### config.mk
export PLATFORM = sky130hd
export DESIGN_NAME = mul_result_sel
export DESIGN_NICKNAME = d
export VERILOG_FILES = /design/src/hdl/mul_pkg.sv /design/src/hdl/mul_result_sel.sv
export SDC_FILE = /design/constraint.sdc
export NUM_CORES = 1
export LEC_CHECK = 0
export CAP_MARGIN = 10
export CORE_ASPECT_RATIO = 0.7
export CORE_MARGIN = 4
export CORE_UTILIZATION = 25
export DETAILED_ROUTE_END_ITERATION = 8
export DONT_BUFFER_PORTS = 1
export SETUP_SLACK_MARGIN = 0.3
export SLEW_MARGIN = 15
export SYNTH_ARGS = -nofsm -noshare
export SYNTH_HDL_FRONTEND = slang
export SYNTH_SLANG_ARGS = --single-unit
export TNS_END_PERCENT = 20
### constraint.sdc
create_clock -name mult_clk -period 1.4 [get_ports mult_clk]
set_clock_uncertainty 0.1 [all_clocks]
set_input_delay 0.21 -clock mult_clk [delete_from_list [all_inputs] [get_ports mult_clk]]
set_output_delay 0.21 -clock mult_clk [all_outputs]
set_load 0.02 [all_outputs]
### src/hdl/mul_pkg.sv
//--------------------------------------------------------------------------
// multiply unit shared definitions
// widths, vector types, opcode constants and result-select codes
//--------------------------------------------------------------------------
package mul_pkg;

  // widths
  localparam int data_w = 64;
  localparam int opnd_w = 65;
  localparam int prod_w = 130;
  localparam int rslt_w = 128;
  localparam int preg_w = 6;
  localparam int inst_w = 32;
  // major opcode field, inst[31:15]
  localparam int opc_w  = 17;

  // vector types
  typedef logic [data_w-1:0] data_t;
  typedef logic [opnd_w-1:0] opnd_t;
  typedef logic [prod_w-1:0] prod_t;
  typedef logic [rslt_w-1:0] rslt_t;
  typedef logic [preg_w-1:0] preg_t;
  typedef logic [inst_w-1:0] inst_t;
  typedef logic [opc_w-1:0]  opc_t;
  typedef logic [1:0]        rsel_t;

  //------------------------------------------------------------------------
  // opcodes
  //------------------------------------------------------------------------
  localparam opc_t opc_mul_w     = 17'h00038;
  localparam opc_t opc_mulh_w    = 17'h00039;
  localparam opc_t opc_mulh_wu   = 17'h0003a;
  localparam opc_t opc_mul_d     = 17'h0003b;
  localparam opc_t opc_mulh_d    = 17'h0003c;
  localparam opc_t opc_mulh_du   = 17'h0003d;
  localparam opc_t opc_mulw_d_w  = 17'h0003e;
  localparam opc_t opc_mulw_d_wu = 17'h0003f;

  //------------------------------------------------------------------------
  // result selects
  //------------------------------------------------------------------------
  // product[63:0]
  localparam rsel_t rsel_lo64 = 2'd0;
  // product[127:64]
  localparam rsel_t rsel_hi64 = 2'd1;
  // product[31:0], sign extended from bit 31
  localparam rsel_t rsel_lo32 = 2'd2;
  // product[63:32], sign extended from bit 63
  localparam rsel_t rsel_hi32 = 2'd3;

endpackage

### src/hdl/mul_result_sel.sv
//--------------------------------------------------------------------------
// multiply result selection
// ex4 product register and write-back data forms
//--------------------------------------------------------------------------
`timescale 1ns/1ps

module mul_result_sel (
  input  logic           mult_clk,
  input  logic           cpurst_b,
  input  logic           ex3_vld,
  input  mul_pkg::prod_t prod,
  input  mul_pkg::rsel_t ex4_rsel,
  output mul_pkg::data_t wb_data
);

  import mul_pkg::*;

  rslt_t rslt_q;

  // ex4 product, top two bits not needed by any form
  always_ff @(posedge mult_clk or negedge cpurst_b) begin
    if (!cpurst_b) begin
      rslt_q <= '0;
    end else if (ex3_vld) begin
      rslt_q <= prod[rslt_w-1:0];
    end
  end

  //------------------------------------------------------------------------
  // write-back data
  //------------------------------------------------------------------------
  always_comb begin
    case (ex4_rsel)
      rsel_lo64: wb_data = rslt_q[63:0];
      rsel_hi64: wb_data = rslt_q[127:64];
      // word results
      rsel_lo32: wb_data = {{32{rslt_q[31]}}, rslt_q[31:0]};
      rsel_hi32: wb_data = {{32{rslt_q[63]}}, rslt_q[63:32]};
      default:   wb_data = rslt_q[63:0];
    endcase
  end

endmodule

==> summary.txt <==
Status
  – Status: finished, violations left
  – Violated checks: hold timing, setup timing

Routing
  – DRC viols: 0
  – Initial DRC Count: around 120
  – DR WL/cell: roughly 19 um
  – Met3 wire len: around 1200 um
  – Vias per inst: around 4.6
  – ANT nets after route: 0
  – Met2 WL post-DR: around 8000 um
  – Routed vias: roughly 4,100
  – M1 WL: about 7300 um
  – Pre-antenna DRT Iters: 4
  – Highest metal used: met5
  – Detailed Route WL: 16,600 um

Critical path
  – Reg-to-reg startpoint: rslt_q[63]$_DFFE_PN0P_
  – CP cell instances: buf_12 -> mux4_2
  – Worst EP arrival: between 1500 and 2000 ps
  – Setup CP Type: flip-flop to output port
  – Crit path max-delay cell type: mux4_2
  – Startpoint types: flip-flop
  – CP Capture Type: output port
  – Reg2Reg Capture Point: rslt_q[63]$_DFFE_PN0P_
  – CP required: 1090 ps
  – Reg2reg path depth: 2
  – Crit Path Max Fanout: 23
  – R2R setup slack: 320 ps
  – Max stage delay on crit path: 580 ps

Finish
  – Post-route insts no fill: ~900
  – Largest register by flop count: rslt_q
  – # nets final: between 600 and 700
  – Biggest regs: rslt_q: 128 flops
  – Share of layout cells above drive strength 1: roughly 42%
  – Max reg flops: between 100 and 150
  – Final std cell area, no fill: ~8700 um2
  – # fillers: approximately 2,200
  – Synth-to-layout area growth: 39.8%

Placement
  – GP Congestion: 0.786
  – Post-Place Cell Area: between 6000 and 7000 um2
  – Placed Instances: approximately 730
  – I/O Buffers: 0
  – Dpl hpwl: 10,700 um

Die
  – CORE AREA: around 24,000 um2
  – Die area: 27,400 um2
  – Initial Utilization: about 26%
  – Die height: 140 um
  – Row Count: 47
  – IO Pins: between 150 and 200
  – DIE WIDTH: ~200 um

Logic synthesis
  – Largest area contributor in the synthesized netlist: dfrtp_1
  – Post-Syn Area: 6190 um2
  – Seq/Total Area, Yosys: roughly half
  – Synthesized Nets: 559
  – Avg Cell Area, Syn: 14.6 um2
  – Most area-consuming cells after synthesis: dfrtp_1 (52%), mux2_2 (23%), mux4_2 (11%)
  – Synth unique cells: 10
  – Post-synth top area share: about half
  – Count of state elements after synthesis: 128
  – Ys Warns: 0
  – Cells after Synth: between 400 and 500

Pwr
  – Peak VDD IR: ~0.78 mV
  – Power Total: between 0.01 and 0.015 W
  – Pwr Density: roughly 1200 nW/um2
  – Pleak: between 3 and 4 nW

STA
  – F_max: between 500 and 600 MHz
  – Setup_tns: -19,010 ps
  – Final period util: 136%
  – Slew headroom: 81.4%
  – Actual slew at the worst max-slew pin: between 200 and 300 ps
  – Final hold slack: -613 ps
  – RSZ-0062 raised after global routing: true
  – Slew Limit Fails: 0
  – Setup violations, final: between 60 and 70
  – Setup ws final: -498 ps
  – Final min period: around 1900 ps
  – Final hold violations: 207

GRT
  – Largest net degree at the start of global routing: 129
  – Grt ovf: 0
  – Initial antenna violation count: 2
  – First-pass GRT wire length: 26,000 um
  – Vias in the first global route: between 4,000 and 5,000
  – GRT Total Usage: 12.2%

Clock tree
  – Clock latency on the worst-skew pair: slightly above 400 ps
  – H-tree levels: 4
  – # clock sinks: between 100 and 150
  – TritonCTS clock tree: yes
  – Root buf cell: clkbuf_16
  – Hold Buf Count CTS: around 130
  – TritonCTS buffer count: 17
  – Clock-pin slew on the worst setup and hold paths: about 60 ps
  – Max Buffers Root-to-Sink: 2

Worst hold path
  – Class of the most critical hold timing path: input port to asynchronous set/reset pin

Run
  – Max_cap viols: 0
timing repair:
item,in CTS,in global routing
resized for setup,1,2
pin swaps,11,10
endpoints found under the setup margin,64,65
endpoints found under the hold margin,256,256
buffers inserted,0,0
power breakdown:
group	switching (W)	internal, W
logic	0.000793	0.00107
clock network	0.00165	0.00293
registers	0.000253	0.00408
worst max-delay path, delay by kind of cell (launching register included):
kind / cells / cell delay (ps)
buffers and inverters: 1 / 180
muxes: 1 / 580
DFF: 1 / 410
layout make-up:
| class | instances | area [um2] | area share [%] |
|---|---|---|---|
| diodes | 2 | 5.00 | 0.0578 |
| clock buffers | 22 | 474 | 5.48 |
| clock inverters | 10 | 134 | 1.55 |
| multi-input cells | 258 | 2920 | 33.7 |
| flip-flops and latches | 128 | 3200 | 37.0 |
| well taps | 318 | 398 | 4.60 |
| repair buffers | 157 | 1520 | 17.6 |
layout by cell type, fill, tap and decap left out, drive strengths merged:
master | synthesis | routed
a21oi | 32 | 32
buf | 29 | 29
bufinv | 0 | 3
clkbuf | 9 | 22
clkinv | 0 | 5
clkinvlp | 0 | 2
dfrtp | 128 | 128
diode | 0 | 2
dlygate4sd3 | 0 | 128
mux2 | 128 | 128
mux2i | 35 | 35
mux4 | 31 | 31
nor2 | 32 | 32
cells by family (layout without fill, tap and decap cells):
group	count (synthesis)	count (layout)	share of synthesized area (%)
muxes	194	194	40.2
and+or+nand+nor	32	32	1.94
DFF	128	128	51.7
other	0	2	0
AOI/OAI and AO/OA	32	32	2.59
buffers and inverters	38	189	3.54
synthesized netlist by cell type, drive strengths merged:
master / n
mux2: 128
dfrtp: 128
a21oi: 32
nor2: 32
mux2i: 35
buf: 29
clkbuf: 9
mux4: 31
through the flow:
step	util, %	setup slack (ps)
final	36.1	-498
after global routing	36.1	-555
after CTS	36.0	-540
after detailed placement	28.1	-62.0
after global placement	28.1	-60.3
after floorplan	-	-22.4
how the worst max path moves through the flow:
stage | from | end | slack, ps | depth (start not counted)
3_3_place_gp | rslt_q[63]$_DFFE_PN0P_ | wb_data[51] | -60 | 2
4_1_cts | rslt_q[63]$_DFFE_PN0P_ | wb_data[33] | -540 | 2
2_1_floorplan | rslt_q[63]$_DFFE_PN0P_ | wb_data[53] | -20 | 2
5_1_grt | rslt_q[63]$_DFFE_PN0P_ | wb_data[50] | -550 | 2
3_5_place_dp | rslt_q[63]$_DFFE_PN0P_ | wb_data[33] | -60 | 2
6_report | rslt_q[63]$_DFFE_PN0P_ | wb_data[33] | -500 | 2
metal layers:
layer,GRT usage (%),up-vias
li1,-,1847
met4,3.89,2
met2,19.2,146
met1,15.7,2103
met3,4.59,19
met5,0,-
Power figures use the tool's default switching activity.
