--- config.mk ---
export PLATFORM = sky130hd
export DESIGN_NAME = mul_decode
export DESIGN_NICKNAME = d
export VERILOG_FILES = /design/src/hdl/mul_pkg.sv /design/src/hdl/mul_decode.sv
export SDC_FILE = /design/constraint.sdc
export NUM_CORES = 1
export LEC_CHECK = 0
export BUFFER_PORTS_ARGS = -buffer_cell sky130_fd_sc_hd__buf_2
export CORE_AREA = 2 2 113 115
export DETAILED_ROUTE_END_ITERATION = 8
export DIE_AREA = 0 0 115 117
export SLEW_MARGIN = 10
export SYNTH_ARGS = -nofsm -noshare
export SYNTH_HDL_FRONTEND = slang
export SYNTH_SLANG_ARGS = --single-unit
--- constraint.sdc ---
create_clock -name vclk -period 1.48
set_clock_uncertainty 0.15 [all_clocks]
set_input_delay 0.148 -clock vclk [all_inputs]
set_output_delay 0.148 -clock vclk [all_outputs]
set_load 0.1 [all_outputs]
--- src/hdl/mul_pkg.sv ---
//--------------------------------------------------------------------------
// multiply unit shared definitions
// widths, vector types, opcode constants and result-select codes
//--------------------------------------------------------------------------
package mul_pkg;

  // widths
  localparam int data_w = 64;
  localparam int opnd_w = 65;
  localparam int prod_w = 130;
  localparam int rslt_w = 128;
  localparam int preg_w = 6;
  localparam int inst_w = 32;
  // major opcode field, inst[31:15]
  localparam int opc_w  = 17;

  // vector types
  typedef logic [data_w-1:0] data_t;
  typedef logic [opnd_w-1:0] opnd_t;
  typedef logic [prod_w-1:0] prod_t;
  typedef logic [rslt_w-1:0] rslt_t;
  typedef logic [preg_w-1:0] preg_t;
  typedef logic [inst_w-1:0] inst_t;
  typedef logic [opc_w-1:0]  opc_t;
  typedef logic [1:0]        rsel_t;

  //------------------------------------------------------------------------
  // opcodes
  //------------------------------------------------------------------------
  localparam opc_t opc_mul_w     = 17'h00038;
  localparam opc_t opc_mulh_w    = 17'h00039;
  localparam opc_t opc_mulh_wu   = 17'h0003a;
  localparam opc_t opc_mul_d     = 17'h0003b;
  localparam opc_t opc_mulh_d    = 17'h0003c;
  localparam opc_t opc_mulh_du   = 17'h0003d;
  localparam opc_t opc_mulw_d_w  = 17'h0003e;
  localparam opc_t opc_mulw_d_wu = 17'h0003f;

  //------------------------------------------------------------------------
  // result selects
  //------------------------------------------------------------------------
  // product[63:0]
  localparam rsel_t rsel_lo64 = 2'd0;
  // product[127:64]
  localparam rsel_t rsel_hi64 = 2'd1;
  // product[31:0], sign extended from bit 31
  localparam rsel_t rsel_lo32 = 2'd2;
  // product[63:32], sign extended from bit 63
  localparam rsel_t rsel_hi32 = 2'd3;

endpackage

--- src/hdl/mul_decode.sv ---
//--------------------------------------------------------------------------
// multiply decode
// matches the eight multiply opcodes, widens both sources to 65 bits
// and picks the write-back result form
//--------------------------------------------------------------------------
`timescale 1ns/1ps

module mul_decode (
  input  mul_pkg::inst_t inst,
  input  mul_pkg::data_t src0,
  input  mul_pkg::data_t src1,
  output mul_pkg::opnd_t op_a,
  output mul_pkg::opnd_t op_b,
  output mul_pkg::rsel_t rsel
);

  import mul_pkg::*;

  opc_t opc;
  logic hit;
  logic word;
  logic sgn;

  // widen one source
  // word forms rebuild bits 63..32, unsigned forms keep bit 64 clear
  function automatic opnd_t widen(input data_t src, input logic is_word,
                                  input logic is_sgn);
    logic [31:0] upper;
    logic        top;
    upper = is_word ? {32{is_sgn & src[31]}} : src[63:32];
    top   = is_sgn & (is_word ? src[31] : src[63]);
    return {top, upper, src[31:0]};
  endfunction

  assign opc = inst[31:15];

  //------------------------------------------------------------------------
  // opcode match
  //------------------------------------------------------------------------
  always_comb begin
    hit  = 1'b1;
    word = 1'b0;
    sgn  = 1'b1;
    rsel = rsel_lo64;
    case (opc)
      opc_mul_w: begin
        word = 1'b1;
        rsel = rsel_lo32;
      end
      opc_mulh_w: begin
        word = 1'b1;
        rsel = rsel_hi32;
      end
      opc_mulh_wu: begin
        word = 1'b1;
        sgn  = 1'b0;
        rsel = rsel_hi32;
      end
      // full width low half
      opc_mul_d: rsel = rsel_lo64;
      opc_mulh_d: rsel = rsel_hi64;
      opc_mulh_du: begin
        sgn  = 1'b0;
        rsel = rsel_hi64;
      end
      // 32x32 to 64, whole product kept
      opc_mulw_d_w: word = 1'b1;
      opc_mulw_d_wu: begin
        word = 1'b1;
        sgn  = 1'b0;
      end
      default: hit = 1'b0;
    endcase
  end

  // unknown opcode gives zero operands
  assign op_a = hit ? widen(src0, word, sgn) : '0;
  assign op_b = hit ? widen(src1, word, sgn) : '0;

endmodule

==> impl_metrics.env, run 1 <==
export IMPL_status="finished with violations"
export IMPL_violations="setup timing"
export IMPL_required_ns=1.18
export IMPL_hold_path_end="op_a[3]"
export IMPL_wl_per_cell_um=16.8
export IMPL_slew_headroom_pct=68.6
export IMPL_nNetsFinal=700
export IMPL_max_freq_ghz=0.566
export IMPL_pin_count=292
export IMPL_cp_arrival_ns=1.47
export IMPL_num_vias=3037
export IMPL_critPathBufInv=3
export IMPL_p_leak_uw=0.00250
export IMPL_final_cell_area_mm2=0.00646
export IMPL_worstSetupPathType="in2out"
export IMPL_initial_core_util_pct=12.2
export IMPL_setup_violations=132
export IMPL_max_stage_delay_ns=0.42
export IMPL_rsz0062_at_grt="true"
export IMPL_synth_nets=411
export IMPL_yosys_area_top_type_share_pct=27.2
export IMPL_synth_yosys_seq_area_share_pct=0
export IMPL_grt_max_degree=38
export IMPL_slew_violations=0
export IMPL_cpLargestDelayFamily="simple AND/OR/NAND/NOR gates"
export IMPL_dr_pass1_iters=4
export IMPL_synthCells=251
export IMPL_synth_area_mm2=0.00150
export IMPL_grt_pass1_vias=3090
export IMPL_nFlopsAndLatches=0
export IMPL_ant_nets=0
export IMPL_syn_area_per_cell_um2=5.96
export IMPL_drc=0
export IMPL_die_h_um=117
export IMPL_synth_area_top_cells="and2_1 27%, o21ai_1 20%, a21oi_1 15%"
export IMPL_endpoint_kind="output pin"
export IMPL_setup_slack_ns=-0.286
export IMPL_via_per_inst=4.40
export IMPL_fin_crit_ns=1.77
export IMPL_worstHoldPathType="in2out"
export IMPL_grt_pass1_wl_um=16600
export IMPL_wl_um=11600
export IMPL_place_area_mm2=0.00627
export IMPL_yosysTopAreaCell="and2_1"
export IMPL_worst_setup_path_start_kind="input port"
export IMPL_crit_start="inst[27]"
export IMPL_die_area_mm2=0.0135
export IMPL_drive_above_1_share_pct=86.2
export IMPL_crit_chain="buf_6, nor4b_4, and4_4, clkbuf_16, and2_4, buf_12"
export IMPL_p_per_area_mw_per_mm2=99.2
export IMPL_fillers=1073
export IMPL_maxCapViolCount=0
export IMPL_overflow=0
export IMPL_dp_slack_ns=-0.285
export IMPL_first_iter_violations=109
export IMPL_clkbuf_count=0
export IMPL_grt_usage_pct=15.4
export IMPL_portBuffers=277
export IMPL_post_route_period_util_pct=119
export IMPL_multi_input_area_mm2=0.00222
export IMPL_die_w_um=115
export IMPL_ys_types=25
export IMPL_tightest_slew_ns=0.471
export IMPL_ctsHoldBuffers=0
export IMPL_regArea_um2=0
export IMPL_place_gp_congestion=0.731
export IMPL_antenna_found_initial=3
export IMPL_dpl_cell_count=680
export IMPL_crit_slowest_cell="and4_4"
export IMPL_ys_warn_count=0
export IMPL_syn_to_final_growth_pct=332
export IMPL_fin_cells=691
export IMPL_min_from="src0[3]"
export IMPL_crit_fanout=9
export IMPL_hold_viol=0
export IMPL_hold_depth=3
export IMPL_dpl_hpwl_um=9660
export IMPL_ir_drop_uv=74.1
export IMPL_fp_row_count=41
export IMPL_p_total_uw=641
export IMPL_core_mm2=0.0123
[Yosys cell counts]
library cell / n
nor4_2: 2
buf_4: 2
buf_6: 2
a21oi_1: 44
and2_1: 65
and2b_1: 1
clkbuf_1: 4
nor2b_1: 2
xnor2_1: 1
a21oi_2: 20
nand4_1: 1
o211ai_2: 2
and3b_1: 1
nand2b_1: 1
nor4b_2: 1
o21ai_1: 60
a221oi_1: 4
nor2_1: 2
inv_1: 1
nor3_1: 2
buf_2: 26
inv_2: 1
and4_1: 1
a211oi_1: 1
o21ai_0: 4
[stage by stage]
step                util [%]  hold WS [ns]  TNS [ns]
floorplan                  -         0.249    -24.08
global placement        50.9         0.518    -33.96
detailed placement      50.9         0.522    -33.25
CTS                     52.0         0.523    -33.06
global route            52.5         0.530    -40.59
finish                  52.5         0.521    -33.50
[layout make-up]
class	instances	share of cell area, %
multi-input combinational	215	34.3
antenna	3	0.116
inverter	2	0.116
tap	150	2.90
timing repair buffer	321	62.5
[report_power, final]
group          internal (uW)  total (uW)  switching [uW]
clock network       0.000272    0.000272               0
registers                  0           0               0
logic                    296         641             345
[per-layer routing]
metal / track usage [%] / part of all wire, %
met4: 2.65 / 1.2
met5: 0 / 0
met1: 17.0 / 35
met3: 2.27 / 6.4
met2: 31.4 / 58
[worst max-delay path by stage]
stage                to  slack [ns]  cells past startpoint
2_1_floorplan   rsel[1]       -0.52                      4
3_3_place_gp   op_b[64]       -0.28                      7
3_5_place_dp   op_a[38]       -0.29                      7
4_1_cts        op_b[45]       -0.29                      7
5_1_grt        op_a[23]       -0.35                      6
6_report       op_a[23]       -0.29                      6
[cell families (layout without fill, tap and decap cells)]
family                 Yosys count  after routing  synth area share [%]
AO/OA/AOI/OAI                  135            135                  52.3
AND/OR/NAND/NOR                 79             79                  34.4
buffers and inverters           36            323                  12.7
XOR/XNOR                         1              1                 0.585
other                            0              3                     0
[placed cells by master (no fill, tap or decap)]
| cell | netlist | routed |
|---|---|---|
| nor2b_4 | 0 | 1 |
| a21oi_4 | 0 | 64 |
| nor2_1 | 2 | 1 |
| and2b_2 | 0 | 1 |
| nor3_4 | 0 | 2 |
| and3b_2 | 0 | 1 |
| o211ai_4 | 0 | 2 |
| buf_12 | 0 | 149 |
| inv_1 | 1 | 1 |
| xnor2_1 | 1 | 1 |
| diode_2 | 0 | 3 |
| clkbuf_16 | 0 | 3 |
| and2_1 | 65 | 1 |
| nor2_4 | 0 | 1 |
| buf_4 | 2 | 17 |
| nor4b_4 | 0 | 1 |
| buf_16 | 0 | 1 |
| and2_4 | 0 | 64 |
| buf_6 | 2 | 10 |
| o21ai_1 | 60 | 60 |
| a221oi_2 | 0 | 1 |
| nor4_4 | 0 | 2 |
| nand4_1 | 1 | 1 |
| inv_2 | 1 | 1 |
| a221oi_1 | 4 | 3 |
| buf_8 | 0 | 1 |
| o21ai_0 | 4 | 4 |
| and4_4 | 0 | 1 |
| nor2b_1 | 2 | 1 |
| nand2b_1 | 1 | 1 |
| a211oi_4 | 0 | 1 |
| buf_2 | 26 | 140 |
[what timing repair did]
item	CTS	global route
setup endpoints to repair	132	132
pin swaps	5	8
cloned	3	4
resized for setup	14	2
hold endpoints to repair	0	0
buffers inserted	2	1
(Power assumes the default switching activity.)
==> inputs of run 2 (changes only) <==
==> constraint.sdc (replaced) <==
create_clock -name vclk -period 1.48
set_clock_uncertainty 0.15 [all_clocks]
set_input_delay 0.148 -clock vclk [all_inputs]
set_output_delay 0.148 -clock vclk [all_outputs]
set_load 0.005 [all_outputs]
==> impl_metrics.env, run 2 (synthesized netlist as in run 1, its figures left out) <==
export IMPL_status="finished with violations"
export IMPL_violations="setup timing"
export IMPL_worst_setup_path_start_kind="input port"
export IMPL_p_total_uw=452
export IMPL_rsz0062_at_grt="true"
export IMPL_slew_headroom_pct=82.6
export IMPL_max_stage_delay_ns=0.35
export IMPL_max_freq_ghz=0.577
export IMPL_critPathBufInv=4
export IMPL_pin_count=292
export IMPL_cp_arrival_ns=1.43
export IMPL_nFlopsAndLatches=0
export IMPL_drc=0
export IMPL_syn_to_final_growth_pct=149
export IMPL_regArea_um2=0
export IMPL_ctsHoldBuffers=0
export IMPL_fin_crit_ns=1.73
export IMPL_hold_viol=0
export IMPL_p_leak_uw=0.00196
export IMPL_setup_tns_ns=-25.60
export IMPL_setup_slack_ns=-0.253
export IMPL_nNetsFinal=685
export IMPL_grt_pass1_vias=2465
export IMPL_post_route_period_util_pct=117
export IMPL_initial_core_util_pct=12.2
export IMPL_crit_fanout=8
export IMPL_ant_nets=0
export IMPL_drive_above_1_share_pct=75.5
export IMPL_crit_chain="buf_6, nor4b_4, buf_4, and4_4, clkbuf_16, and2_4, buf_6"
export IMPL_die_area_mm2=0.0135
export IMPL_maxCapViolCount=0
export IMPL_required_ns=1.18
export IMPL_first_iter_violations=98
export IMPL_portBuffers=277
export IMPL_min_from="src1[21]"
export IMPL_p_per_area_mw_per_mm2=121
export IMPL_tightest_slew_ns=0.259
export IMPL_endpoint="op_b[14]"
export IMPL_wl_per_cell_um=14.4
export IMPL_antenna_found_initial=3
export IMPL_endpoint_kind="output pin"
export IMPL_num_vias=2888
export IMPL_wl_um=9720
export IMPL_grt_usage_pct=11.8
export IMPL_fp_row_count=41
export IMPL_fin_util_pct=30.3
export IMPL_hold_depth=3
export IMPL_cpLargestDelayFamily="simple AND/OR/NAND/NOR gates"
export IMPL_cp_num_cells=7
export IMPL_crit_start="inst[27]"
export IMPL_grt_pass1_wl_um=12800
export IMPL_final_cell_mix="240 x buf_2, 60 x o21ai_1, 45 x a21oi_2, 45 x buf_6, 35 x and2_4"
export IMPL_place_gp_congestion=0.840
export IMPL_setup_violations=132
export IMPL_die_w_um=115
export IMPL_die_h_um=117
export IMPL_grt_max_degree=39
export IMPL_slew_violations=0
export IMPL_dp_slack_ns=-0.296
export IMPL_clkbuf_count=0
export IMPL_dpl_hpwl_um=7200
export IMPL_dr_pass1_iters=4
export IMPL_timing_critical_path_mode_cell="buf_6"
export IMPL_ir_drop_uv=55.3
export IMPL_worstHoldPathType="in2out"
export IMPL_layout_commonest_cell="buf_2"
export IMPL_via_per_inst=4.28
export IMPL_worstSetupPathType="in2out"
export IMPL_crit_slowest_cell="and4_4"
export IMPL_core_mm2=0.0123
export IMPL_overflow=0
## run 2: power by group
group	internal [uW]	switching (uW)	leakage, uW	total [uW]
combinational	229	223	0.00196	452
clock	0.0000903	0	0.00000000634	0.0000903
sequential	0	0	0	0
## run 2: how the worst min path moves through the flow
stage	end	slack (ns)
global placement	op_a[18]	0.41
floorplan	rsel[1]	0.18
detailed placement	op_a[20]	0.41
CTS	op_a[16]	0.42
finish	op_b[21]	0.41
global route	op_a[13]	0.43
## run 2: tightest hold or removal path, stage by stage
cell    delay (ns)
buf_2         0.07
and2_1        0.10
buf_2         0.10
## run 2: metal layers
layer | global-route usage, % | up-vias | share of wire [%]
met2 | 21.4 | 168 | 49
li1 | - | 1428 | -
met5 | 0 | - | 0.13
met4 | 1.53 | 2 | 2.0
met3 | 2.16 | 18 | 8.6
met1 | 15.0 | 1272 | 40
## run 2: layout make-up
cell class | instances | area, um2
Tap cell | 150 | 188
Antenna cell | 1 | 2.50
Timing Repair Buffer | 306 | 2020
Fill cell | 1357 | 8580
Inverter | 2 | 7.51
Multi-Input combinational cell | 215 | 1520
## run 2: repair_timing
item,CTS,global route
cloned,3,2
resized for setup,62,52
hold endpoints to repair,0,0
buffers inserted,2,0
endpoints found under the setup margin,132,132
pin swaps,22,16
## run 2: stage by stage
stage / std cells / instance area [um2] / hold slack, ns
global route: 674 / 3730 / 0.431
global placement: 668 / 3190 / 0.410
CTS: 673 / 3520 / 0.415
detailed placement: 668 / 3190 / 0.410
finish: 674 / 3730 / 0.413
floorplan: 251 / 1500 / 0.180
