**config.mk**
```make
export PLATFORM = sky130hd
export DESIGN_NAME = mul_pipe_ctrl
export DESIGN_NICKNAME = d
export VERILOG_FILES = /design/src/hdl/mul_pkg.sv /design/src/hdl/mul_pipe_ctrl.sv
export SDC_FILE = /design/constraint.sdc
export NUM_CORES = 1
export LEC_CHECK = 0
export BUFFER_PORTS_ARGS = -buffer_cell sky130_fd_sc_hd__buf_2
export CELL_PAD_IN_SITES_DETAIL_PLACEMENT = 0
export CELL_PAD_IN_SITES_GLOBAL_PLACEMENT = 1
export CORE_ASPECT_RATIO = 2
export CORE_MARGIN = 2
export CORE_UTILIZATION = 47
export CTS_BUF_LIST = sky130_fd_sc_hd__clkbuf_16
export DETAILED_ROUTE_END_ITERATION = 8
export PLACE_DENSITY = 0.9
export SLEW_MARGIN = 10
export SYNTH_ARGS = -nofsm -noshare
export SYNTH_HDL_FRONTEND = slang
export SYNTH_SLANG_ARGS = --single-unit
```
**constraint.sdc**
```tcl
create_clock -name mult_clk -period 3.3 [get_ports mult_clk]
set_clock_uncertainty 0.05 [all_clocks]
set_input_delay 0.66 -clock mult_clk [delete_from_list [all_inputs] [get_ports mult_clk]]
set_output_delay 0.66 -clock mult_clk [all_outputs]
set_load 0.02 [all_outputs]
```
**src/hdl/mul_pkg.sv**
```systemverilog
//--------------------------------------------------------------------------
// multiply unit shared definitions
// widths, vector types, opcode constants and result-select codes
//--------------------------------------------------------------------------
package mul_pkg;

  // widths
  localparam int data_w = 64;
  localparam int opnd_w = 65;
  localparam int prod_w = 130;
  localparam int rslt_w = 128;
  localparam int preg_w = 6;
  localparam int inst_w = 32;
  // major opcode field, inst[31:15]
  localparam int opc_w  = 17;

  // vector types
  typedef logic [data_w-1:0] data_t;
  typedef logic [opnd_w-1:0] opnd_t;
  typedef logic [prod_w-1:0] prod_t;
  typedef logic [rslt_w-1:0] rslt_t;
  typedef logic [preg_w-1:0] preg_t;
  typedef logic [inst_w-1:0] inst_t;
  typedef logic [opc_w-1:0]  opc_t;
  typedef logic [1:0]        rsel_t;

  //------------------------------------------------------------------------
  // opcodes
  //------------------------------------------------------------------------
  localparam opc_t opc_mul_w     = 17'h00038;
  localparam opc_t opc_mulh_w    = 17'h00039;
  localparam opc_t opc_mulh_wu   = 17'h0003a;
  localparam opc_t opc_mul_d     = 17'h0003b;
  localparam opc_t opc_mulh_d    = 17'h0003c;
  localparam opc_t opc_mulh_du   = 17'h0003d;
  localparam opc_t opc_mulw_d_w  = 17'h0003e;
  localparam opc_t opc_mulw_d_wu = 17'h0003f;

  //------------------------------------------------------------------------
  // result selects
  //------------------------------------------------------------------------
  // product[63:0]
  localparam rsel_t rsel_lo64 = 2'd0;
  // product[127:64]
  localparam rsel_t rsel_hi64 = 2'd1;
  // product[31:0], sign extended from bit 31
  localparam rsel_t rsel_lo32 = 2'd2;
  // product[63:32], sign extended from bit 63
  localparam rsel_t rsel_hi32 = 2'd3;

endpackage

```
**src/hdl/mul_pipe_ctrl.sv**
```systemverilog
//--------------------------------------------------------------------------
// multiply pipeline control
// ex1..ex4 valid chain with flush, destination tag and result-select
// sidebands, issue stall
//--------------------------------------------------------------------------
`timescale 1ns/1ps

module mul_pipe_ctrl (
  input  logic           mult_clk,
  input  logic           cpurst_b,
  input  logic           mult_sel,
  input  logic           flush,
  input  mul_pkg::preg_t dst_preg,
  input  mul_pkg::rsel_t rsel,
  output logic           ex1_vld,
  output logic           ex2_vld,
  output logic           ex3_vld,
  output logic           wb_vld,
  output mul_pkg::preg_t wb_preg,
  output mul_pkg::rsel_t ex4_rsel,
  output logic           issue_stall,
  output logic           no_op
);

  import mul_pkg::*;

  // index 0 is ex1, index 3 is ex4
  logic [3:0]        vld_q;
  logic [3:0]        load;
  preg_t [3:0]       preg_q;
  preg_t [3:0]       preg_d;
  rsel_t [3:0]       rsel_q;
  rsel_t [3:0]       rsel_d;

  //------------------------------------------------------------------------
  // valid chain
  //------------------------------------------------------------------------
  always_ff @(posedge mult_clk or negedge cpurst_b) begin
    if (!cpurst_b) begin
      vld_q <= '0;
    end else if (flush) begin
      // flush kills every stage at once
      vld_q <= '0;
    end else begin
      vld_q <= {vld_q[2:0], mult_sel};
    end
  end

  //------------------------------------------------------------------------
  // tag and select sidebands
  //------------------------------------------------------------------------
  // stage i loads from stage i-1, ex1 loads from the issue port
  assign load   = {vld_q[2:0], mult_sel};
  assign preg_d = {preg_q[2:0], dst_preg};
  assign rsel_d = {rsel_q[2:0], rsel};

  always_ff @(posedge mult_clk or negedge cpurst_b) begin
    if (!cpurst_b) begin
      preg_q <= '0;
      rsel_q <= '0;
    end else begin
      for (int i = 0; i < 4; i++) begin
        if (load[i]) begin
          preg_q[i] <= preg_d[i];
          rsel_q[i] <= rsel_d[i];
        end
      end
    end
  end

  // stage enables for the datapath
  assign ex1_vld  = vld_q[0];
  assign ex2_vld  = vld_q[1];
  assign ex3_vld  = vld_q[2];

  // write-back from ex4
  assign wb_vld   = vld_q[3];
  assign wb_preg  = preg_q[3];
  assign ex4_rsel = rsel_q[3];

  // any operation in flight holds off the issuer
  assign issue_stall = |vld_q;
  assign no_op       = ~issue_stall;

endmodule

```
==> metrics.md, run 1 <==
| Metric | Value |
|---|---|
| Outcome | `completed` |
| Worst hold slack | `403 ps` |
| Int Pwr | `0.000942 W` |
| Synth unique cells | `7` |
| Antenna Nets Post-Route | `0` |
| Root Buffer | `clkbuf_16` |
| Core Util, Final | `59.2%` |
| Maximum vdd ir drop | `576 µV` |
| Post-synthesis sequential area ratio | `68.1%` |
| Period utilization | `68.2%` |
| Area growth, synth to finish | `21.0%` |
| Yosys reg bits | `36` |
| Setup CP Type | `reg -> out` |
| DRT Pass-1 Iters | `4` |
| Vias in the first global route | `827` |
| PortBufs | `25` |
| Fill count | `239` |
| DP Area | `0.00146 mm²` |
| Setup crit end kind | `primary output` |
| Clock sinks | `36` |
| Slew margin rel. | `49.0%` |
| Minimum clock period | `2250 ps` |
| Pleak | `0.752 nW` |
| Warnings, synthesis | `0` |
| Max Cap Viol | `0` |
| Antenna diodes | `0` |
| Worst Reg-to-Reg Cells | `1` |
| Die X | `41.5 µm` |
| Clk pwr share | `34.0%` |
| WP data required | `2590 ps` |
| Site row count | `27` |
| RSZ-0062 raised after global routing | `false` |
| Num CTS Buffers | `5` |
| I/O pin total | `26` |
| R2R setup slack | `2100 ps` |
| Critical Path Source Type | `register` |
| Synth Area per Inst | `17.0 µm²` |
| Tot GR Track Use | `16.4%` |
| Final Cell Area | `0.00160 mm²` |
| Hold Crit Class | `in -> async` |
| Post-route insts no fill | `136` |
| GPL Wtd Cong | `0.677` |
| Global-route wire length before repair | `3850 µm` |
| Die footprint | `0.00328 mm²` |
| Placed insts | `128` |
| Hold Vio Cnt, Final | `0` |
| Post-route DRC | `0` |
| Synthesized cell area | `0.00132 mm²` |
| Wire per inst | `16.5 µm` |
| Crit Reg-Reg Endpoint | `preg_d[16]` |
| CTS H-Tree Depth | `2` |
| Number of setup buffers added after CTS | `0` |
| Core area | `0.00270 mm²` |
| Initial DRC Count | `26` |
| Initial Util | `48.9%` |
| Post-Route WL | `2240 µm` |
| Worst Path Arrival | `1540 ps` |
| Clock-pin slew on the worst setup and hold paths | `50 ps` |
| Max incr delay on CP | `550 ps` |
| Detailed-route via count | `737` |
| Crit-path cells | `or4_1 > buf_2` |
| Largest net degree at the start of global routing | `37` |
| Critical R2R Launch | `vld_q[0]` |
| Delay-heaviest family, CP | `simple AND/OR/NAND/NOR gates` |
| Clock latency on the worst-skew pair | `280 ps` |
| CP Launch Point | `vld_q[0]` |
| Final setup fails | `0` |
| Die H | `79.0 µm` |
| Actual slew at the worst max-slew pin | `765 ps` |
| CP bufs+invs | `1` |
| Routed vias/inst | `5.42` |
| Initial antenna violation count | `0` |
| Slew Viols, Final | `0` |
| TNS Setup | `0 ps` |
| Total grt overflow | `0` |
| Power Dens Cells | `803 mW/mm²` |
| Combinational share of power | `18.8%` |
| Hold buffers post-CTS | `0` |
| Final-stage net count | `118` |
| CTS Buffer Depth | `2` |
| Sw frac | `26.8%` |
| Commonest non-fill, non-tap cell in the layout | `dfrtp_1` |
| Sequential share of power | `47.2%` |
| Share of cells above drive strength 1 | `59.8%` |
| Slowest CP cell | `or4_1` |
| Cells after synthesis | `78` |
| Fmax | `444 MHz` |
| Syn_nets | `90` |
| CTS tree | `built` |
| Psw | `0.000344 W` |
| Most frequent cells in the layout | `dfrtp_1, mux2_2, buf_2` |
| CP Max Fanout | `12` |
| Cts repair resizes | `0` |
synthesized netlist by cell type:
| cell | n | area, µm² |
|---|---|---|
| buf_2 | 3 | 15.0 |
| buf_4 | 1 | 7.51 |
| dfrtp_1 | 36 | 901 |
| mux2_2 | 32 | 360 |
| nor2b_1 | 4 | 25.0 |
| nor4_1 | 1 | 6.26 |
| or4_1 | 1 | 7.51 |
sequential cells by signal (all words and copies together), names as in the netlist:
register	flops
ex4_rsel	2
wb_preg	6
vld_q	4
preg_d	18
rsel_d	6
area by class of cell:
type                            instances  area, µm²  share of cell area [%]
Clock buffer                            5        125                    7.82
Clock inverter                          3       13.8                   0.860
Multi-Input combinational cell         38        399                    24.9
Sequential cell                        36        901                    56.3
Tap cell                               29       36.3                    2.27
Timing Repair Buffer                   25        125                    7.82
how the worst max path moves through the flow:
stage	to	slack, ps	cells past startpoint
after global placement	issue_stall	1360	2
after global routing	issue_stall	970	2
after detailed placement	issue_stall	1330	2
after CTS	issue_stall	1030	2
final	issue_stall	1050	2
after floorplan	no_op	1210	2
cell families after synthesis:
kind of cell	Yosys count	synth area share (%)
buf+inv	4	1.70
flops	36	68.1
simple gates	6	2.93
mux	32	27.2
power groups by stage:
| stage | combinational, W | clock, W | sequential, W |
|---|---|---|---|
| floorplan | 0.000108 | 0 | 0.000654 |
| global placement | 0.000235 | 0 | 0.000608 |
| detailed placement | 0.000246 | 0 | 0.000615 |
| CTS | 0.000247 | 0.000448 | 0.000609 |
| global route | 0.000259 | 0.000467 | 0.000624 |
| finish | 0.000241 | 0.000438 | 0.000607 |
metrics by stage:
stage	total power, W	worst slack [ps]
6_report	0.00129	1050
2_1_floorplan	0.000762	1210
4_1_cts	0.00130	1030
3_3_place_gp	0.000843	1360
3_5_place_dp	0.000861	1330
5_1_grt	0.00135	973
metal layers:
metal / GRT usage [%] / wire [µm]
met1: 15.4 / 806
met2: 28.6 / 1240
met3: 4.77 / 113
met4: 12.6 / 84
met5: 0 / 0
No activity file was read; power rests on OpenSTA's default activity.
==> inputs of run 2 (changes only) <==
- ABC_AREA: not set -> 1
- CORE_UTILIZATION: 47 -> 40
- PLACE_DENSITY: 0.9 -> 0.86
- clock period: 3.3 -> 2.1 ns (I/O delays scaled with it)
==> run 2 against run 1 <==
Effect of this change:
- wire length rose by 2.9%
- synthesized area rose by 4.2%
- design area rose by 1.8%
- critical endpoint is now no_op
- largest cell class unchanged
- highest routed layer unchanged
==> metrics.md, run 2 <==
| Metric | Value |
|---|---|
| Core area | `0.00334 mm² (+24%)` |
| Minimum clock period | `1740 ps` |
| Syn_nets | `163 (+81%)` |
| Top cell type's share of synthesized area | `65.4% (-2.7 points)` |
| Critical Path Source Type | `register` |
| Antenna Nets Post-Route | `0 (unchanged)` |
| Initial DRC Count | `16 (-38%)` |
| Actual slew at the worst max-slew pin | `771 ps (+5.48 ps)` |
| Stages on worst setup path | `4 (+2)` |
| DP Area | `0.00149 mm² (+2.1%)` |
| Period utilization | `83.1%` |
| Asr flop ratio synth | `100% (unchanged)` |
| PortBufs | `25 (unchanged)` |
| Tot GR Track Use | `14.1% (-2.2 points)` |
| CP Max Fanout | `11 (-1)` |
| Most frequent cells in the layout | `nand2_1, dfrtp_1, buf_2` |
| Final setup fails | `0 (unchanged)` |
| Int Pwr | `0.00130 W (+38%)` |
| Wire per inst | `10.9 µm (-34%)` |
| Hold buffers post-CTS | `0 (unchanged)` |
| Outcome | `completed` |
| Site row count | `30 (+11%)` |
| Root Buffer | `clkbuf_16` |
| Number of setup buffers added after CTS | `0 (unchanged)` |
| Slew Viols, Final | `0 (unchanged)` |
| M1 wire length | `851 µm (+5.6%)` |
| Largest net degree at the start of global routing | `37 (unchanged)` |
| Hold Crit Class | `in -> async` |
| Synth Area per Inst | `9.12 µm² (-46%)` |
| WL met2 | `1250 µm (+0.65%)` |
| Area contributors post-synth | `dfrtp_1, nand2_1, buf_6` |
| Hold Vio Cnt, Final | `0 (unchanged)` |
| Top cells by count, synth | `nand2_1, dfrtp_1, nor2_1` |
| Max reg flops | `18 (unchanged)` |
| Share of cells above drive strength 1 | `20.1% (-40 points)` |
| Clk pwr share | `38.4% (+4.4 points)` |
| Psw | `0.000454 W (+32%)` |
| Worst hold slack | `169 ps (-234 ps)` |
| Max Cap Viol | `0 (unchanged)` |
| Slowest CP cell | `dfrtp_1` |
| GPL Wtd Cong | `0.735 (+8.6%)` |
| Synth unique cells | `11 (+4)` |
| Global-route wire length before repair | `3870 µm (+0.52%)` |
| Worst Reg-to-Reg Cells | `3 (+2)` |
| Met3 routed WL | `124 µm (+9.7%)` |
| Seq. cell area | `901 µm² (unchanged)` |
| Delay-heaviest family, CP | `flip-flops` |
| Die H | `87.0 µm (+10%)` |
| Final-stage net count | `190 (+61%)` |
| Setup crit end kind | `primary output` |
| TNS Setup | `0 ps (unchanged)` |
| CP bufs+invs | `2 (+1)` |
| Routed vias/inst | `4.73 (-13%)` |
| Total grt overflow | `0 (unchanged)` |
| Die X | `45.5 µm (+9.6%)` |
| Post-synthesis sequential area ratio | `65.4% (-2.7 points)` |
| Clock sinks | `36 (unchanged)` |
| CTS H-Tree Depth | `2 (unchanged)` |
| Fill count | `330 (+38%)` |
| Clock-pin slew on the worst setup and hold paths | `50 ps (about the same)` |
| I/O pin total | `26 (unchanged)` |
| CTS tree | `built` |
| Initial antenna violation count | `0 (unchanged)` |
| Sequential share of power | `48.9% (+1.7 points)` |
| Core Util, Final | `48.8% (-10 points)` |
| EDFF count, synth | `0 (unchanged)` |
| Cells after synthesis | `151 (+94%)` |
| Warnings, synthesis | `0 (unchanged)` |
| Post-Route WL | `2310 µm (+2.9%)` |
| Num CTS Buffers | `5 (unchanged)` |
| Top_reg_cell synth | `dfrtp_1` |
| Max incr delay on CP | `510 ps (-40 ps)` |
| RSZ-0062 raised after global routing | `false` |
| Post-route DRC | `0 (unchanged)` |
| Highest metal used | `met4` |
| Clock latency on the worst-skew pair | `280 ps (about the same)` |
| Cell taking the most area after synthesis | `dfrtp_1` |
| Crit-path cells | `inv_4 > nand2_1 > nor2_1 > buf_2` |
| CTS Buffer Depth | `2 (unchanged)` |
| WP data required | `1630 ps (-960 ps)` |
| Power Dens Cells | `1080 mW/mm² (+34%)` |
| Area growth, synth to finish | `18.3%` |
| Maximum vdd ir drop | `621 µV (+7.8%)` |
| Setup CP Type | `reg -> out` |
| Yosys reg bits | `36 (unchanged)` |
| Vias in the first global route | `958 (+16%)` |
| DRT Pass-1 Iters | `4 (unchanged)` |
| Fmax | `573 MHz` |
| Antenna diodes | `0 (unchanged)` |
| Most instantiated library cell after synthesis | `nand2_1` |
| Synthesized cell area | `0.00138 mm² (+4.2%)` |
| Sw frac | `25.9% (-0.87 points)` |
| Die footprint | `0.00396 mm² (+21%)` |
| Pleak | `0.959 nW (+28%)` |
| Combinational share of power | `12.7% (-6.1 points)` |
| Initial Util | `41.2% (-7.7 points)` |
| Multi-input logic area | `400 µm² (+0.31%)` |
| Slew margin rel. | `48.6% (-0.37 points)` |
| Final Cell Area | `0.00163 mm² (+1.8%)` |
| Cts repair resizes | `0 (unchanged)` |
| Worst Path Arrival | `1270 ps (-270 ps)` |
| Commonest non-fill, non-tap cell in the layout | `nand2_1` |
| Detailed-route via count | `999 (+36%)` |
[run 2: cell types whose count changed after synthesis, moves of 2 or more]
cell	change
buf_6	+4
buf_2	-2
inv_4	+3
nand2_1	+97
mux2_2	-32
nor2b_1	-4
nor2_1	+5
[run 2: cells by family after synthesis]
logic type | share of synthesized area [%]
buf+inv | 5.54
flops | 65.4
simple gates | 29.1
[run 2: per-stage QoR]
| step | power, W | setup WS (ps) | cells |
|---|---|---|---|
| after floorplan | 0.00101 | 591 | 151 |
| after global routing | 0.00185 | 240 | 211 |
| after global placement | 0.00109 | 668 | 203 |
| final | 0.00176 | 356 | 211 |
| after CTS | 0.00178 | 352 | 211 |
| after detailed placement | 0.00110 | 658 | 203 |
[run 2: layer usage]
| layer | vias to the layer above | GRT usage, % |
|---|---|---|
| met1 | 455 | 13.4 |
| met4 | 0 | 11.2 |
| met5 | - | 0 |
| li1 | 503 | - |
| met3 | 7 | 3.11 |
| met2 | 34 | 24.2 |
[run 2: power by group through the flow]
| stage | clock, W | combinational [W] | sequential (W) |
|---|---|---|---|
| final | 0.000674 | 0.000223 | 0.000858 |
| after global routing | 0.000726 | 0.000259 | 0.000869 |
| after CTS | 0.000698 | 0.000228 | 0.000859 |
| after detailed placement | 0 | 0.000227 | 0.000870 |
| after global placement | 0 | 0.000222 | 0.000866 |
| after floorplan | 0 | 0.000106 | 0.000899 |
[run 2: worst reg2reg max path, delay by kind of cell (launching register included)]
family | cells | cell delay (ps)
flops | 1 | 570
simple gates | 2 | 140
buf+inv | 1 | 110
[run 2: final timing paths]
kind / start / endpoint / slack, ps
min in group mult_clk: dst_preg[1] / preg_d[7] / 290
max in group asynchronous: cpurst_b / preg_d[6] / 1340
max: vld_q[0] / no_op / 360
min: cpurst_b / wb_preg[4] / 170
max reg2reg: vld_q[0] / rsel_d[5] / 1110
min reg2reg: wb_preg[5] / wb_preg[5] / 420
[run 2: cell type report]
type | count | share of cell area, %
Tap cell | 32 | 2.46
Timing Repair Buffer | 25 | 7.68
Multi-Input combinational cell | 105 | 24.6
Inverter | 5 | 1.61
Sequential cell | 36 | 55.3
Clock buffer | 5 | 7.68
Clock inverter | 3 | 0.691
==> inputs of run 3 (changes only) <==
- CORE_UTILIZATION: 40 -> 36
- PLACE_DENSITY: 0.86 -> 0.82
- clock period: 2.1 -> 1.4 ns (I/O delays scaled with it)
==> run 3 against run 2 <==
Effect of this change:
- the flow now finishes with violations (setup timing)
- critical path depth did not move
- utilization is 0.38 points lower
- global-route usage shrank 0.68 points
- design area up 8.3%
- critical endpoint unchanged
- highest routed layer unchanged
==> metrics.md, run 3 (synthesized netlist as in run 2, its figures left out) <==
| Metric | Value |
|---|---|
| Die footprint | `0.00437 mm² (+10%)` |
| Violated checks | `setup timing` |
| Share of cells above drive strength 1 | `25.5% (+5.4 points)` |
| CTS H-Tree Depth | `2 (unchanged)` |
| Antenna Nets Post-Route | `0 (unchanged)` |
| PortBufs | `25 (unchanged)` |
| Area growth, synth to finish | `28.1%` |
| Initial Util | `37.8% (-3.5 points)` |
| Hold Crit Class | `in -> reg` |
| DRT Pass-1 Iters | `4 (unchanged)` |
| Slew margin rel. | `70.7% (+22 points)` |
| Wire per inst | `10.2 µm (-6.9%)` |
| Worst Path Arrival | `1100 ps (-170 ps)` |
| Post-DP HPWL | `1730 µm` |
| Initial DRC Count | `10 (-6)` |
| Global-route wire length before repair | `4060 µm (+5.0%)` |
| Psw | `0.000690 W (+52%)` |
| Critical Path Source Type | `register` |
| Setup ws final | `-27.6 ps (-384 ps)` |
| Hold Vio Cnt, Final | `0 (unchanged)` |
| Tot GR Track Use | `13.5% (-0.68 points)` |
| Int Pwr | `0.00216 W (+66%)` |
| Max Cap Viol | `0 (unchanged)` |
| CTS tree | `built` |
| Final setup fails | `1 (+1)` |
| Die X | `47.7 µm (+4.9%)` |
| Minimum clock period | `1430 ps` |
| Slew Viols, Final | `0 (unchanged)` |
| Pleak | `1.01 nW (+5.0%)` |
| Setup crit end kind | `primary output` |
| Site row count | `31 (+3.3%)` |
| M1 wire length | `853 µm (+0.24%)` |
| Power Dens Cells | `1610 mW/mm² (+50%)` |
| Pre-CTS worst setup slack | `225 ps (-432 ps)` |
| Routed vias/inst | `4.24 (-11%)` |
| Actual slew at the worst max-slew pin | `439 ps (-331 ps)` |
| Slowest CP cell | `dfrtp_1` |
| Final Cell Area | `0.00176 mm² (+8.3%)` |
| Outcome | `complete, but fails checks` |
| Fmax | `700 MHz` |
| Total power | `0.00285 W (+62%)` |
| Root Buffer | `clkbuf_16` |
| Period utilization | `102%` |
| WP data required | `1070 ps (-560 ps)` |
| Die H | `91.5 µm (+5.2%)` |
| DP Area | `0.00154 mm² (+3.4%)` |
| Maximum vdd ir drop | `1100 µV (+78%)` |
| Sw frac | `24.2% (-1.7 points)` |
| Num CTS Buffers | `5 (unchanged)` |
| Max incr delay on CP | `410 ps (-100 ps)` |
| Combinational share of power | `12.7% (about the same)` |
| GPL Wtd Cong | `0.665 (-9.5%)` |
| Vias in the first global route | `962 (+0.42%)` |
| Antenna diodes | `0 (unchanged)` |
| Clock latency on the worst-skew pair | `270 ps (about the same)` |
| Commonest non-fill, non-tap cell in the layout | `nand2_1` |
| Most frequent cells in the layout | `nand2_1, dfrtp_1, buf_2` |
| RSZ-0062 raised after global routing | `true` |
| CP Max Fanout | `3 (-8)` |
| Post-route DRC | `0 (unchanged)` |
| Clock-pin slew on the worst setup and hold paths | `50 ps (about the same)` |
| Highest metal used | `met4` |
| Clock sinks | `36 (unchanged)` |
| CTS Buffer Depth | `2 (unchanged)` |
| Crit-path cells | `inv_4 > nand2_2 > nor2_1 > buf_4` |
| I/O pin total | `26 (unchanged)` |
| Clk pwr share | `42.5% (+4.1 points)` |
| Met3 routed WL | `99 µm (-20%)` |
| Final-stage net count | `199 (+4.7%)` |
| Core area | `0.00365 mm² (+9.1%)` |
| Setup CP Type | `reg -> out` |
| Initial antenna violation count | `0 (unchanged)` |
| Detailed-route via count | `1004 (+0.50%)` |
| Sequential share of power | `44.8% (-4.1 points)` |
| Post-Route WL | `2410 µm (+4.5%)` |
| Largest net degree at the start of global routing | `37 (unchanged)` |
| WL met2 | `1370 µm (+10%)` |
| Max reg flops | `18 (unchanged)` |
| Total grt overflow | `0 (unchanged)` |
[run 3: changes by cell type in the layout (fill, tap and decap cells not counted), sizes merged]
cell and change:
dlygate4sd3 +1, bufinv +1, buf +8, clkinv +1
inv -2
[run 3: path summary, 6_finish.rpt]
check	startpoint	to	depth (start not counted)	slack [ps]
worst max-delay path	vld_q[2]	no_op	4	-30
max in group asynchronous	cpurst_b	vld_q[0]	3	440
worst min-delay path	dst_preg[3]	preg_d[9]	3	150
worst min register to register	wb_preg[3]	wb_preg[3]	2	410
worst max register to register	vld_q[0]	rsel_d[5]	5	410
min in group asynchronous	cpurst_b	preg_d[19]	3	530
[run 3: final cells by class]
class,count,area [µm²]
clock buffers,5,125
clock inverters,3,37.5
inverters,5,26.3
multi-input cells,105,403
well taps,49,61.3
repair buffers,34,208
fillers,387,1880
flip-flops and latches,36,903
[run 3: per-layer routing]
metal / up-vias / track usage (%)
li1: 520 / -
met1: 452 / 13.1
met2: 24 / 22.2
met3: 8 / 3.58
met4: 0 / 9.46
met5: - / 0
[run 3: critical path: cells and delay by family, from the launching register on]
family        cells  cell delay (ps)
flops             1              410
buf+inv           2              240
simple gates      2              170
[run 3: power by group through the flow]
stage          Clock, W  Combinational, W  Sequential (W)
3_3_place_gp          0          0.000342         0.00129
4_1_cts         0.00124          0.000361         0.00128
3_5_place_dp          0          0.000353         0.00130
6_report        0.00121          0.000362         0.00128
2_1_floorplan         0          0.000159         0.00135
5_1_grt         0.00129          0.000420         0.00130
[run 3: repair_timing]
action / 4_1_cts / 5_1_grt
buffers inserted: 3 / 1
pin swaps: 0 / 3
resized for setup: 0 / 7
hold buffers: 1 / 0
setup endpoints to repair: 1 / 4
hold endpoints to repair: 36 / 0
[run 3: stage by stage]
stage                     cells  setup TNS [ps]  hold slack (ps)  util [%]
after CTS                   236               0              147      47.7
after global placement      224               0              280      42.3
after detailed placement    224               0              287      42.3
final                       237           -27.6              154      48.4
after floorplan             151               0            -65.6         -
after global routing        237            -112              154      48.4
